$ cat config.mk
export PLATFORM = sky130hd
export DESIGN_NAME = cluster_bus
export DESIGN_NICKNAME = d
export VERILOG_FILES = /design/src/source/bus_cfg_pkg.sv /design/src/source/bus_txn_pkg.sv /design/src/source/cluster_addr_map.sv /design/src/source/initiator_port.sv /design/src/source/target_arbiter.sv /design/src/source/cluster_bus.sv
export SDC_FILE = /design/constraint.sdc
export NUM_CORES = 1
export LEC_CHECK = 0
export BUFFER_PORTS_ARGS = -buffer_cell sky130_fd_sc_hd__buf_2
export CAP_MARGIN = 30
export CORE_AREA = 2 2 287 289
export CTS_BUF_LIST = sky130_fd_sc_hd__clkbuf_4
export CTS_CLUSTER_SIZE = 14
export DETAILED_ROUTE_END_ITERATION = 8
export DIE_AREA = 0 0 289 291
export SETUP_SLACK_MARGIN = 0.2
export SLEW_MARGIN = 20
export SYNTH_ARGS = -nofsm -noshare
export SYNTH_HDL_FRONTEND = slang
export SYNTH_SLANG_ARGS = --single-unit
$ cat constraint.sdc
create_clock -name clk_i -period 4.5 [get_ports clk_i]
set_input_delay 0.675 -clock clk_i [delete_from_list [all_inputs] [get_ports clk_i]]
set_output_delay 0.675 -clock clk_i [all_outputs]
set_load 0.01 [all_outputs]
$ cat src/source/bus_cfg_pkg.sv
// cluster bus configuration
`default_nettype none

package bus_cfg_pkg;

  // bus geometry
  localparam int unsigned ADDR_WIDTH    = 32;
  localparam int unsigned DATA_WIDTH    = 32;
  localparam int unsigned NB_INITIATORS = 4;
  localparam int unsigned NB_TARGETS    = 3;

  // cluster address map, cluster n sits at CLUSTER_BASE + (n << CLUSTER_SHIFT)
  localparam logic [ADDR_WIDTH-1:0] CLUSTER_BASE  = 32'h1000_0000;
  localparam int unsigned           CLUSTER_SHIFT = 22;
  localparam logic [ADDR_WIDTH-1:0] PERIPH_OFFSET = 32'h0020_0000;
  localparam logic [ADDR_WIDTH-1:0] CLUSTER_SPAN  = 32'h0040_0000;

  typedef logic [1:0] tgt_idx_t;
  typedef logic [1:0] ini_idx_t;

  // target port numbering
  localparam tgt_idx_t TGT_TCDM   = 2'd0;
  localparam tgt_idx_t TGT_PERIPH = 2'd1;
  localparam tgt_idx_t TGT_EXT    = 2'd2;

  // all upper bounds are exclusive
  typedef struct packed {
    logic [ADDR_WIDTH-1:0] tcdm_start;
    logic [ADDR_WIDTH-1:0] tcdm_end;
    logic [ADDR_WIDTH-1:0] periph_start;
    logic [ADDR_WIDTH-1:0] periph_end;
    logic [ADDR_WIDTH-1:0] cluster_start;
    logic [ADDR_WIDTH-1:0] cluster_end;
  } addr_rules_t;

endpackage

`default_nettype wire

$ cat src/source/bus_txn_pkg.sv
// cluster bus transaction types
`default_nettype none

package bus_txn_pkg;

  // single-beat request from an initiator
  typedef struct packed {
    logic                                write;
    logic [bus_cfg_pkg::ADDR_WIDTH-1:0]  addr;
    logic [bus_cfg_pkg::DATA_WIDTH-1:0]  wdata;
  } req_t;

  // response seen by an initiator
  // writes return zero data
  typedef struct packed {
    logic [bus_cfg_pkg::DATA_WIDTH-1:0]  rdata;
    logic                                err;
  } rsp_t;

  // request after decode, tagged with destination and source
  typedef struct packed {
    req_t                   req;
    bus_cfg_pkg::tgt_idx_t  tgt;
    bus_cfg_pkg::ini_idx_t  ini;
  } routed_req_t;

  // target response, ini is the source index echoed from the request
  typedef struct packed {
    rsp_t                   rsp;
    bus_cfg_pkg::ini_idx_t  ini;
  } tgt_rsp_t;

  // answer for an unmapped cluster address
  localparam rsp_t DECODE_ERR_RSP = '{
    rdata: '0,
    err:   1'b1
  };

endpackage

`default_nettype wire

$ cat src/source/cluster_addr_map.sv
// cluster address map
`default_nettype none

module cluster_addr_map #(
  parameter int unsigned TCDM_SIZE = 32'h0001_0000
) (
  input  logic [5:0]               cluster_id_i,
  output bus_cfg_pkg::addr_rules_t rules_o
);

  localparam int unsigned AW = bus_cfg_pkg::ADDR_WIDTH;

  typedef logic [AW-1:0] addr_t;

  addr_t cluster_id_ext;
  addr_t cluster_base;
  addr_t periph_base;
  addr_t cluster_end;

  // widen the id before shifting so the upper bits are not lost
  assign cluster_id_ext = addr_t'(cluster_id_i);

  // each cluster owns a 4 MiB window starting at its base
  assign cluster_base = bus_cfg_pkg::CLUSTER_BASE
                      + (cluster_id_ext << bus_cfg_pkg::CLUSTER_SHIFT);
  assign periph_base  = cluster_base + bus_cfg_pkg::PERIPH_OFFSET;
  assign cluster_end  = cluster_base + bus_cfg_pkg::CLUSTER_SPAN;

  always_comb begin
    // TCDM at the bottom of the window, sized by the top level
    rules_o.tcdm_start    = cluster_base;
    rules_o.tcdm_end      = cluster_base + addr_t'(TCDM_SIZE);

    // peripherals fill the upper half
    rules_o.periph_start  = periph_base;
    rules_o.periph_end    = cluster_end;

    // anything outside this range belongs to external memory
    rules_o.cluster_start = cluster_base;
    rules_o.cluster_end   = cluster_end;
  end

endmodule

`default_nettype wire

$ cat src/source/initiator_port.sv
// cluster bus initiator port
`default_nettype none

module initiator_port #(
  parameter int unsigned PORT_IDX = 0
) (
  input  logic                     clk_i,
  input  logic                     rst_n_i,
  input  bus_cfg_pkg::addr_rules_t rules_i,

  // initiator side
  input  logic                     req_valid_i,
  input  bus_txn_pkg::req_t        req_i,
  output logic                     req_ready_o,
  output logic                     rsp_valid_o,
  output bus_txn_pkg::rsp_t        rsp_o,
  input  logic                     rsp_ready_i,

  // towards the arbiter
  output logic                     slot_valid_o,
  output bus_txn_pkg::routed_req_t slot_req_o,
  input  logic                     slot_pop_i,
  input  logic                     route_rsp_valid_i,
  input  bus_txn_pkg::rsp_t        route_rsp_i,
  output logic                     route_rsp_ready_o
);

  logic                     busy_q;
  logic                     slot_valid_q;
  logic                     err_pending_q;
  bus_txn_pkg::routed_req_t slot_req_q;

  logic                     accept;
  logic                     rsp_done;
  logic                     in_tcdm;
  logic                     in_periph;
  logic                     in_cluster;
  logic                     dec_err;
  bus_cfg_pkg::tgt_idx_t    dec_tgt;

  // one transaction in flight, so the port closes until its response is taken
  assign req_ready_o = ~busy_q;
  assign accept      = req_valid_i & req_ready_o;
  assign rsp_done    = rsp_valid_o & rsp_ready_i;

  // address decode against the cluster map
  always_comb begin
    in_tcdm    = (req_i.addr >= rules_i.tcdm_start) && (req_i.addr < rules_i.tcdm_end);
    in_periph  = (req_i.addr >= rules_i.periph_start) && (req_i.addr < rules_i.periph_end);
    in_cluster = (req_i.addr >= rules_i.cluster_start) && (req_i.addr < rules_i.cluster_end);

    dec_err = 1'b0;
    dec_tgt = bus_cfg_pkg::TGT_EXT;
    if (in_tcdm) begin
      dec_tgt = bus_cfg_pkg::TGT_TCDM;
    end else if (in_periph) begin
      dec_tgt = bus_cfg_pkg::TGT_PERIPH;
    end else if (in_cluster) begin
      // hole between TCDM and peripherals
      dec_err = 1'b1;
    end
  end

  always_ff @(posedge clk_i) begin
    if (!rst_n_i) begin
      busy_q        <= 1'b0;
      slot_valid_q  <= 1'b0;
      err_pending_q <= 1'b0;
    end else if (accept) begin
      busy_q        <= 1'b1;
      slot_valid_q  <= ~dec_err;
      err_pending_q <= dec_err;
    end else begin
      if (slot_pop_i) begin
        slot_valid_q <= 1'b0;
      end
      if (rsp_done) begin
        busy_q        <= 1'b0;
        err_pending_q <= 1'b0;
      end
    end
  end

  // slot payload, only meaningful while the slot is valid
  always_ff @(posedge clk_i) begin
    if (accept) begin
      slot_req_q.req <= req_i;
      slot_req_q.tgt <= dec_tgt;
      slot_req_q.ini <= bus_cfg_pkg::ini_idx_t'(PORT_IDX);
    end
  end

  assign slot_valid_o = slot_valid_q;
  assign slot_req_o   = slot_req_q;

  // local error response takes the port, routed responses otherwise
  assign rsp_valid_o       = err_pending_q | route_rsp_valid_i;
  assign rsp_o             = err_pending_q ? bus_txn_pkg::DECODE_ERR_RSP : route_rsp_i;
  assign route_rsp_ready_o = rsp_ready_i & ~err_pending_q;

endmodule

`default_nettype wire

$ cat src/source/target_arbiter.sv
// round-robin target arbiter and response router
`default_nettype none

module target_arbiter #(
  parameter int unsigned NB_INITIATORS = 4,
  parameter int unsigned NB_TARGETS    = 3
) (
  input  logic                                         clk_i,
  input  logic                                         rst_n_i,

  // initiator slots
  input  logic                     [NB_INITIATORS-1:0] slot_valid_i,
  input  bus_txn_pkg::routed_req_t [NB_INITIATORS-1:0] slot_req_i,
  output logic                     [NB_INITIATORS-1:0] slot_pop_o,
  output logic                     [NB_INITIATORS-1:0] route_rsp_valid_o,
  output bus_txn_pkg::rsp_t        [NB_INITIATORS-1:0] route_rsp_o,
  input  logic                     [NB_INITIATORS-1:0] route_rsp_ready_i,

  // target ports
  output logic                     [NB_TARGETS-1:0]    tgt_req_valid_o,
  output bus_txn_pkg::routed_req_t [NB_TARGETS-1:0]    tgt_req_o,
  input  logic                     [NB_TARGETS-1:0]    tgt_req_ready_i,
  input  logic                     [NB_TARGETS-1:0]    tgt_rsp_valid_i,
  input  bus_txn_pkg::tgt_rsp_t    [NB_TARGETS-1:0]    tgt_rsp_i,
  output logic                     [NB_TARGETS-1:0]    tgt_rsp_ready_o
);

  localparam int unsigned IDX_W = (NB_INITIATORS > 1) ? $clog2(NB_INITIATORS) : 1;
  localparam int unsigned SEL_W = (NB_TARGETS > 1) ? $clog2(NB_TARGETS) : 1;

  typedef logic [IDX_W-1:0] ptr_t;
  typedef logic [SEL_W-1:0] sel_t;

  ptr_t rr_ptr_q   [NB_TARGETS];
  logic lock_q     [NB_TARGETS];
  ptr_t lock_idx_q [NB_TARGETS];

  logic gnt_found  [NB_TARGETS];
  ptr_t gnt_idx    [NB_TARGETS];
  sel_t rsp_sel    [NB_INITIATORS];

  // search from the pointer for the first slot aimed at this target
  always_comb begin : proc_grant
    int unsigned cand;
    cand = 0;
    for (int unsigned t = 0; t < NB_TARGETS; t++) begin
      gnt_found[t] = 1'b0;
      gnt_idx[t]   = '0;
      for (int unsigned k = 0; k < NB_INITIATORS; k++) begin
        cand = (rr_ptr_q[t] + k) % NB_INITIATORS;
        if (!gnt_found[t] && slot_valid_i[cand] &&
            (slot_req_i[cand].tgt == bus_cfg_pkg::tgt_idx_t'(t))) begin
          gnt_found[t] = 1'b1;
          gnt_idx[t]   = ptr_t'(cand);
        end
      end
      // a stalled request keeps its grant so the payload stays stable
      if (lock_q[t]) begin
        gnt_found[t] = 1'b1;
        gnt_idx[t]   = lock_idx_q[t];
      end
      tgt_req_valid_o[t] = gnt_found[t];
      tgt_req_o[t]       = slot_req_i[gnt_idx[t]];
    end
  end

  // release the winning slot once its target takes it
  always_comb begin : proc_pop
    slot_pop_o = '0;
    for (int unsigned t = 0; t < NB_TARGETS; t++) begin
      if (tgt_req_valid_o[t] && tgt_req_ready_i[t]) begin
        slot_pop_o[gnt_idx[t]] = 1'b1;
      end
    end
  end

  always_ff @(posedge clk_i) begin
    for (int unsigned t = 0; t < NB_TARGETS; t++) begin
      if (!rst_n_i) begin
        rr_ptr_q[t]   <= '0;
        lock_q[t]     <= 1'b0;
        lock_idx_q[t] <= '0;
      end else if (tgt_req_valid_o[t] && tgt_req_ready_i[t]) begin
        rr_ptr_q[t] <= ptr_t'((gnt_idx[t] + 1) % NB_INITIATORS);
        lock_q[t]   <= 1'b0;
      end else if (tgt_req_valid_o[t]) begin
        lock_q[t]     <= 1'b1;
        lock_idx_q[t] <= gnt_idx[t];
      end
    end
  end

  // route responses by the echoed index
  // walking down leaves the lowest target index as the winner
  always_comb begin : proc_rsp_route
    for (int unsigned i = 0; i < NB_INITIATORS; i++) begin
      route_rsp_valid_o[i] = 1'b0;
      route_rsp_o[i]       = '0;
      rsp_sel[i]           = '0;
      for (int t = NB_TARGETS - 1; t >= 0; t--) begin
        if (tgt_rsp_valid_i[t] && (tgt_rsp_i[t].ini == bus_cfg_pkg::ini_idx_t'(i))) begin
          route_rsp_valid_o[i] = 1'b1;
          route_rsp_o[i]       = tgt_rsp_i[t].rsp;
          rsp_sel[i]           = sel_t'(t);
        end
      end
    end

    // only the selected target sees the initiator's ready
    tgt_rsp_ready_o = '0;
    for (int unsigned i = 0; i < NB_INITIATORS; i++) begin
      if (route_rsp_valid_o[i] && route_rsp_ready_i[i]) begin
        tgt_rsp_ready_o[rsp_sel[i]] = 1'b1;
      end
    end
  end

endmodule

`default_nettype wire

$ cat src/source/cluster_bus.sv
// cluster bus top level
`default_nettype none

module cluster_bus #(
  parameter int unsigned TCDM_SIZE = 32'h0001_0000
) (
  input  logic                                                    clk_i,
  input  logic                                                    rst_n_i,
  input  logic [5:0]                                              cluster_id_i,

  // initiator ports: external, DMA, core data, core instruction
  input  logic                     [bus_cfg_pkg::NB_INITIATORS-1:0] ini_req_valid_i,
  input  bus_txn_pkg::req_t        [bus_cfg_pkg::NB_INITIATORS-1:0] ini_req_i,
  output logic                     [bus_cfg_pkg::NB_INITIATORS-1:0] ini_req_ready_o,
  output logic                     [bus_cfg_pkg::NB_INITIATORS-1:0] ini_rsp_valid_o,
  output bus_txn_pkg::rsp_t        [bus_cfg_pkg::NB_INITIATORS-1:0] ini_rsp_o,
  input  logic                     [bus_cfg_pkg::NB_INITIATORS-1:0] ini_rsp_ready_i,

  // target ports: TCDM, peripherals, external memory
  output logic                     [bus_cfg_pkg::NB_TARGETS-1:0]    tgt_req_valid_o,
  output bus_txn_pkg::routed_req_t [bus_cfg_pkg::NB_TARGETS-1:0]    tgt_req_o,
  input  logic                     [bus_cfg_pkg::NB_TARGETS-1:0]    tgt_req_ready_i,
  input  logic                     [bus_cfg_pkg::NB_TARGETS-1:0]    tgt_rsp_valid_i,
  input  bus_txn_pkg::tgt_rsp_t    [bus_cfg_pkg::NB_TARGETS-1:0]    tgt_rsp_i,
  output logic                     [bus_cfg_pkg::NB_TARGETS-1:0]    tgt_rsp_ready_o
);

  bus_cfg_pkg::addr_rules_t                                  rules;
  logic                     [bus_cfg_pkg::NB_INITIATORS-1:0] slot_valid;
  bus_txn_pkg::routed_req_t [bus_cfg_pkg::NB_INITIATORS-1:0] slot_req;
  logic                     [bus_cfg_pkg::NB_INITIATORS-1:0] slot_pop;
  logic                     [bus_cfg_pkg::NB_INITIATORS-1:0] route_rsp_valid;
  bus_txn_pkg::rsp_t        [bus_cfg_pkg::NB_INITIATORS-1:0] route_rsp;
  logic                     [bus_cfg_pkg::NB_INITIATORS-1:0] route_rsp_ready;

  cluster_addr_map #(
    .TCDM_SIZE ( TCDM_SIZE )
  ) i_addr_map (
    .cluster_id_i ( cluster_id_i ),
    .rules_o      ( rules        )
  );

  for (genvar i = 0; i < bus_cfg_pkg::NB_INITIATORS; i++) begin : gen_ini_port
    initiator_port #(
      .PORT_IDX ( i )
    ) i_initiator_port (
      .clk_i             ( clk_i              ),
      .rst_n_i           ( rst_n_i            ),
      .rules_i           ( rules              ),
      .req_valid_i       ( ini_req_valid_i[i] ),
      .req_i             ( ini_req_i[i]       ),
      .req_ready_o       ( ini_req_ready_o[i] ),
      .rsp_valid_o       ( ini_rsp_valid_o[i] ),
      .rsp_o             ( ini_rsp_o[i]       ),
      .rsp_ready_i       ( ini_rsp_ready_i[i] ),
      .slot_valid_o      ( slot_valid[i]      ),
      .slot_req_o        ( slot_req[i]        ),
      .slot_pop_i        ( slot_pop[i]        ),
      .route_rsp_valid_i ( route_rsp_valid[i] ),
      .route_rsp_i       ( route_rsp[i]       ),
      .route_rsp_ready_o ( route_rsp_ready[i] )
    );
  end

  target_arbiter #(
    .NB_INITIATORS ( bus_cfg_pkg::NB_INITIATORS ),
    .NB_TARGETS    ( bus_cfg_pkg::NB_TARGETS    )
  ) i_target_arbiter (
    .clk_i             ( clk_i           ),
    .rst_n_i           ( rst_n_i         ),
    .slot_valid_i      ( slot_valid      ),
    .slot_req_i        ( slot_req        ),
    .slot_pop_o        ( slot_pop        ),
    .route_rsp_valid_o ( route_rsp_valid ),
    .route_rsp_o       ( route_rsp       ),
    .route_rsp_ready_i ( route_rsp_ready ),
    .tgt_req_valid_o   ( tgt_req_valid_o ),
    .tgt_req_o         ( tgt_req_o       ),
    .tgt_req_ready_i   ( tgt_req_ready_i ),
    .tgt_rsp_valid_i   ( tgt_rsp_valid_i ),
    .tgt_rsp_i         ( tgt_rsp_i       ),
    .tgt_rsp_ready_o   ( tgt_rsp_ready_o )
  );

endmodule

`default_nettype wire

Word level (Yosys, flattened, before mapping)
Memory sizes are Yosys's and may differ from the RTL's.
Index checks and enable logic that the tools add are counted.
- add/sub/neg operators: 16
- $lt $le $gt $ge: 42
- equality and inequality tests: 17
- mux-type cells: 215
- bitwise logic cells: 45
- reduce and logical (&&, ||, !) cells: 83
- operators with widths (cell ; count):
    69-bit binary-select mux with 2-bit select ; 15
    33-bit 2-to-1 mux ; 16
    69-bit 2-to-1 mux ; 3
    32-bit by 30-bit greater-or-equal comparator with 1-bit output ; 4
    32-bit greater-or-equal comparator ; 4
    32-bit by 31-bit less-than comparator with 1-bit output ; 4
    32-bit less-than comparator ; 4
    1-bit 2-to-1 mux ; 106
    2-bit 2-to-1 mux ; 37
    4-bit 2-to-1 mux ; 15
    1-bit logical AND ; 59
    2-bit by 3-bit less-than comparator with 1-bit output, second input constant ; 19
    32-bit by 22-bit adder with 32-bit output, second input constant ; 1
    32-bit by 23-bit adder with 32-bit output, second input constant ; 1
    30-bit by 17-bit adder with 31-bit output, second input constant ; 1
    29-bit by 28-bit adder with 30-bit output, first input constant ; 1
    1-bit binary-select mux with 2-bit select ; 12
    2-bit equality test, second input constant ; 10
    1-bit OR ; 16
    2-bit nonzero test ; 8
    1-bit demux with 2-bit select ; 7
    2-bit by 1-bit equality test with 1-bit output, second input constant ; 7
    2-bit by 1-bit greater-or-equal comparator with 1-bit output, second input constant ; 7
    2-bit logical NOT ; 7
    other kinds (8) ; 54
- register bits after elaboration: 280
- bits in writable memories: 15
- input bits: 387
- output and inout bits: 353
- word-level logic and storage cells: 449
- memories: 3
- memory list (name ; depth ; bits a word ; rd ports ; clocked after Yosys merged registers in ; write ports ; line ; RTL):
    i_target_arbiter.lock_idx_q ; 3 ; 2 ; 3 ; 0 ; 3 ; target_arbiter.sv:36 ; ptr_t lock_idx_q [NB_TARGETS];
    i_target_arbiter.rr_ptr_q ; 3 ; 2 ; 3 ; 0 ; 3 ; target_arbiter.sv:34 ; ptr_t rr_ptr_q [NB_TARGETS];
    i_target_arbiter.lock_q ; 3 ; 1 ; 3 ; 0 ; 3 ; target_arbiter.sv:35 ; logic lock_q [NB_TARGETS];

Longest topological paths before layout
An unclocked memory read counts as a cell.
- depth after elaboration: 30
- gate-level depth with buffers: 12
- gate-level depth less buffers: 12

Modules after synthesis
From an unflattened synthesis, not the netlist that was laid out.
- cells, all modules: 4246
- area, all modules: 38929.8 sq um
- by module, submodules not included (module ; times used ; cells each ; area each (sq um) ; sequential area each (sq um)):
    initiator_port at gen_ini_port[0].i_initiator_port ... ; 2 ; 789 ; 7128.1 ; 2072.0
    target_arbiter ; 1 ; 901 ; 8959.8 ; 440.4
    initiator_port at gen_ini_port[1].i_initiator_port ; 1 ; 790 ; 7131.8 ; 2072.0
    initiator_port at gen_ini_port[2].i_initiator_port ; 1 ; 777 ; 7098.1 ; 2072.0
    cluster_addr_map ; 1 ; 200 ; 1483.9 ; 0.0

Worst setup path before layout
OpenSTA, ideal clock, no wires.
- path kind: input to register
- start: in ini_req_valid_i[0] in the netlist's numbering
- end: reg gen_ini_port[0].i_initiator_port.slot_valid_q
- setup time: 120 ps
- arrival time: 4455 ps
- required time: 4380 ps
- setup slack: -75 ps
- cell stages on the path: 4
- buffers on the path: 0
- cells stage by stage: nor2b_1 > nand2_1 > or4_4 > o211a_1
- cells in the longest elaborated chain, start to end: 2
- elaborated cells between the ends (all ways): 3
- classes of those cells: 1 x mux; 1 x bitwise; 1 x reduce/logical
- ends and longest elaborated chain (element ; line ; RTL):
    start, declared ; cluster_bus.sv:12 ; input logic [bus_cfg_pkg::NB_INITIATORS-1:0] ini_req_valid_i,
    1-bit AND (*) ; initiator_port.sv:43 ; assign accept = req_valid_i & req_ready_o;
    1-bit 2-to-1 mux or 2-bit nonzero test (tied branches) ; -- ;
    end signal, assigned ; initiator_port.sv:71 ; slot_valid_q <= ~dec_err;
    end, declared ; initiator_port.sv:29 ; logic slot_valid_q;
Every way passes the cells marked *; elsewhere a longest branch is shown, timed or not.
A chain may end at the register's enable or synchronous reset.

==> impl_metrics.json <==
{
  "dr_total_vias": 23280,
  "drt_iter0_drc": 2525,
  "path_max_fanout": 42,
  "layout_filler_cell_count": 8254,
  "p_int_mw": 5.928,
  "mappedNetlistNets": 2529,
  "design.portCount": 740,
  "worstSetupStartpoint": "i_target_arbiter.rr_ptr_q[1][1]",
  "finalHoldViolCount": 0,
  "grt.overflow.total": 0,
  "timing.final.max_slew_violations": 0,
  "share_seq_of_total_power_pct": 36.2,
  "wl_mm": 103.8,
  "fraction_of_the_yosys_area_taken_by_sequential_cells_pct": 43.17,
  "achievable-frequency_ghz": 0.2392,
  "clock_tree_from_tritoncts": "built",
  "worstSetupPathType": "register to primary output",
  "die_area_um2": 84100,
  "rr_worst_depth": 10,
  "switching_power_mw": 3.343,
  "synth_edf_count": 282,
  "slew_headroom_pct": 35.56,
  "synth_warn": 0,
  "starting_density_of_the_core_pct": 24.90,
  "async_s_r_ff_share_synth_pct": 0,
  "clock_skew_ns": 0.08308,
  "globalRouteMet1Util_pct": 29.82,
  "grt.busiest_layer": "met2",
  "max_cap_violations": 0,
  "timing.critical_path.slowest_cell_delay_ns": 0.49,
  "run_status": "finished clean",
  "grt_start_max_net_pins": 75,
  "synth.most_common_cell": "sky130_fd_sc_hd__nand2_1",
  "cts.sinks": 295,
  "netSwitchingFraction_pct": 36.06,
  "peakVddDrop_uv": 172.8,
  "crit-reg2reg-capture": "gen_ini_port[0].i_initiator_port.slot_valid_o",
  "setup_viol_count_final": 0,
  "worst_setup_path_end_kind": "primary output",
  "regArea_um2": 8728,
  "post_drt_via_cell_ratio": 5.562,
  "drc_errors": 0,
  "antenna_found_initial": 24,
  "gr-usage-met3_pct": 6.505,
  "ys_ff_latch": 295,
  "synth_cells": 2077,
  "met2_usage_pct": 36.77,
  "routed_antenna_nets": 0,
  "wire_length_of_the_first_global_routing_pass_mm": 148.1,
  "vias_in_the_first_global_route": 22340,
  "timing.setup.tns_ns": 0,
  "worst_pin_slew_ns": 0.9577,
  "start_of_the_worst_register_to_register_path": "gen_ini_port[3].i_initiator_port.slot_req_o[2]",
  "ctsHtreeMaxLevel": 3,
  "synth.top_cell.area_share_pct": 41.88,
  "first_pass_iters": 8,
  "buffer_ports.inserted": 739,
  "row_count": 105,
  "worst-r2r-setup-slack_ns": 1.46,
  "postSynthAreaPerCell_um2": 9.735,
  "worst_path_max_delay_cell": "sky130_fd_sc_hd__edfxtp_1",
  "die_height_um": 291,
  "tritoncts.num_buffers": 86,
  "worstPathArrival_ns": 3.51,
  "die_w_um": 289,
  "core_region_area_um2": 81190,
  "place_hpwl_mm": 72.36,
  "rsz_0062_raised_after_global_routing": "true",
  "critical_path_required_ns": 3.83,
  "clock_insertion_delay_worst_skew_ns": 0.86,
  "leakagePower_nw": 11.78,
  "startpoint_type": "register",
  "gpl.final_weighted_congestion": 0.9416,
  "cts_buffer_depth": 3,
  "layout-area-overhead-vs-synth_pct": 43.85,
  "cts.root.buffer_cell": "sky130_fd_sc_hd__clkbuf_4",
  "synth_area_leaders": "sky130_fd_sc_hd__edfxtp_1 (42%), sky130_fd_sc_hd__mux4_2 (7.5%), sky130_fd_sc_hd__a221oi_1 (5.7%), sky130_fd_sc_hd__nand2_1 (5.6%), sky130_fd_sc_hd__a211oi_1 (5.0%)",
  "drt-wirelength-per-cell_um": 24.80,
  "critPathCapture": "tgt_req_o[74]",
  "share_comb_of_total_power_pct": 34.0,
  "clk_pin_slew_ns": 0.07,
  "power.share.clock_pct": 29.8,
  "multiInputGateArea_um2": 10730,
  "power_per_cell_area_nw_per_um2": 318.8,
  "post-route-period-util_pct": 92.90,
  "ys_top_cells_by_count": "sky130_fd_sc_hd__nand2_1 (303), sky130_fd_sc_hd__edfxtp_1 (282), sky130_fd_sc_hd__nor2_1 (178), sky130_fd_sc_hd__nor3_1 (151), sky130_fd_sc_hd__a31oi_1 (142)",
  "synth.lib_cells_used.distinct": 68,
  "totalPowerFinal_mw": 9.272,
  "layout.nets": 3486,
  "grt.total_usage_pct": 23.43,
  "synth_top_cell_by_area": "sky130_fd_sc_hd__edfxtp_1",
  "hold_path_class": "primary input to register",
  "critical_path.cell_chain": "and4b_1 > o21ai_1 > a21oi_2 > o31a_4 > buf_12 > inv_6 > buf_8 > a211oi_1 > a31oi_1 > buf_2",
  "syn_area_um2": 20220,
  "synthFlopType": "sky130_fd_sc_hd__edfxtp_1",
  "final_layout_size_suffix_gt1_share_pct": 34.60,
  "finalWorstPathRequiredPeriod_ns": 4.180
}
-- stage by stage --
stage / hold slack, ns / std cells / worst slack (ns) / area [um2] / utilization [%]
4_1_cts: 0.0001111 / 4164 / 0.2001 / 28910 / 35.61
2_1_floorplan: 0.4591 / 2077 / 1.203 / 20230 / -
3_5_place_dp: 0.5075 / 3766 / 0.8756 / 25190 / 31.03
5_1_grt: 0.005392 / 4184 / 0.1453 / 29080 / 35.82
3_3_place_gp: 0.4995 / 3765 / 0.8107 / 25160 / 30.99
6_report: 0.09317 / 4186 / 0.3195 / 29090 / 35.82
-- placed cells by master, fill, tap and decap left out, types with 10 or more instances in the layout --
master	netlist	layout
sky130_fd_sc_hd__nor2_1	178	174
sky130_fd_sc_hd__dlygate4sd3_1	0	222
sky130_fd_sc_hd__nand2_1	303	303
sky130_fd_sc_hd__edfxtp_1	282	282
sky130_fd_sc_hd__mux4_2	67	67
sky130_fd_sc_hd__a221oi_1	132	132
sky130_fd_sc_hd__a21oi_1	22	20
sky130_fd_sc_hd__nor2b_1	15	10
sky130_fd_sc_hd__dfxtp_1	13	13
sky130_fd_sc_hd__diode_2	0	12
sky130_fd_sc_hd__ha_1	65	65
sky130_fd_sc_hd__buf_2	35	739
sky130_fd_sc_hd__clkinv_1	0	29
sky130_fd_sc_hd__and2_1	86	86
sky130_fd_sc_hd__a211oi_1	135	135
sky130_fd_sc_hd__inv_1	36	36
sky130_fd_sc_hd__buf_4	24	66
sky130_fd_sc_hd__o21ai_0	30	28
sky130_fd_sc_hd__clkbuf_4	0	113
sky130_fd_sc_hd__and2_0	51	51
sky130_fd_sc_hd__a31oi_1	142	132
sky130_fd_sc_hd__nor4_1	15	15
sky130_fd_sc_hd__nor3_1	151	150
sky130_fd_sc_hd__buf_12	2	12
sky130_fd_sc_hd__nand3_1	25	23
-- how the worst min path moves through the flow --
stage / to / slack [ns] / cells past startpoint / start
global route: gen_ini_port[3].i_initiator_port.slot_req_o[38] / 0.005 / 1 / ini_req_i[229]
finish: gen_ini_port[3].i_initiator_port.slot_req_o[38] / 0.09 / 1 / ini_req_i[229]
floorplan: gen_ini_port[0].i_initiator_port.busy_q / 0.46 / 1 / gen_ini_port[0].i_initiator_port.busy_q
CTS: gen_ini_port[2].i_initiator_port.busy_q / 0.0001 / 3 / ini_req_valid_i[2]
global placement: gen_ini_port[0].i_initiator_port.busy_q / 0.50 / 1 / gen_ini_port[0].i_initiator_port.busy_q
detailed placement: gen_ini_port[2].i_initiator_port.busy_q / 0.51 / 1 / gen_ini_port[2].i_initiator_port.busy_q
-- state kept, by name, indices dropped and copies added (netlist names) --
register                                     count
i_target_arbiter.rr_ptr_q                        6
i_target_arbiter.lock_q                          3
gen_ini_port.i_initiator_port.slot_valid_o       4
gen_ini_port.i_initiator_port.err_pending_q      4
i_target_arbiter.lock_idx_q                      6
gen_ini_port.i_initiator_port.slot_req_o       268
gen_ini_port.i_initiator_port.busy_q             4
-- cell families after synthesis --
kind of cell | synth area share (%)
xor gates and xnor gates | 0.2599
DFF | 43.17
AOI/OAI and AO/OA | 18.73
adders and majority gates | 4.022
muxes | 7.463
and+or+nand+nor | 21.28
buffers and inverters | 5.074
-- power groups by stage --
stage          clock network (mW)  logic (mW)  registers (mW)
2_1_floorplan                   0        1.53            3.36
3_3_place_gp                    0        2.80            3.41
3_5_place_dp                    0        2.82            3.41
4_1_cts                      2.81        3.09            3.35
5_1_grt                      2.97        3.34            3.37
6_report                     2.76        3.15            3.36
-- critical path, delay by kind of cell (launching register included) --
family / cells / cell delay [ns]
compound gates: 5 / 1.01
buf+inv: 4 / 0.86
flops: 1 / 0.49
simple gates: 1 / 0.25
-- layout make-up --
cell class | count | share of cell area (%)
Antenna cell | 12 | 0.1032
Clock buffer | 113 | 2.917
Clock inverter | 45 | 1.032
Inverter | 39 | 0.5463
Multi-Input combinational cell | 1558 | 36.89
Sequential cell | 295 | 30.01
Tap cell | 1070 | 4.603
Timing Repair Buffer | 1054 | 23.90
-- metal layers --
metal,part of all wire [%],vias to the layer above
li1,-,10030
met1,38,11090
met2,45,1756
met3,11,382
met4,5.1,22
met5,0.14,-
-- timing repair --
item                       CTS  global route
hold endpoints to repair   220             1
setup endpoints to repair  139            96
pin swaps                    5             2
buffers inserted            13             9
hold buffers               221             1
gates resized for setup     26            16
gates cloned                 6             0
(Power assumes the default switching activity.)
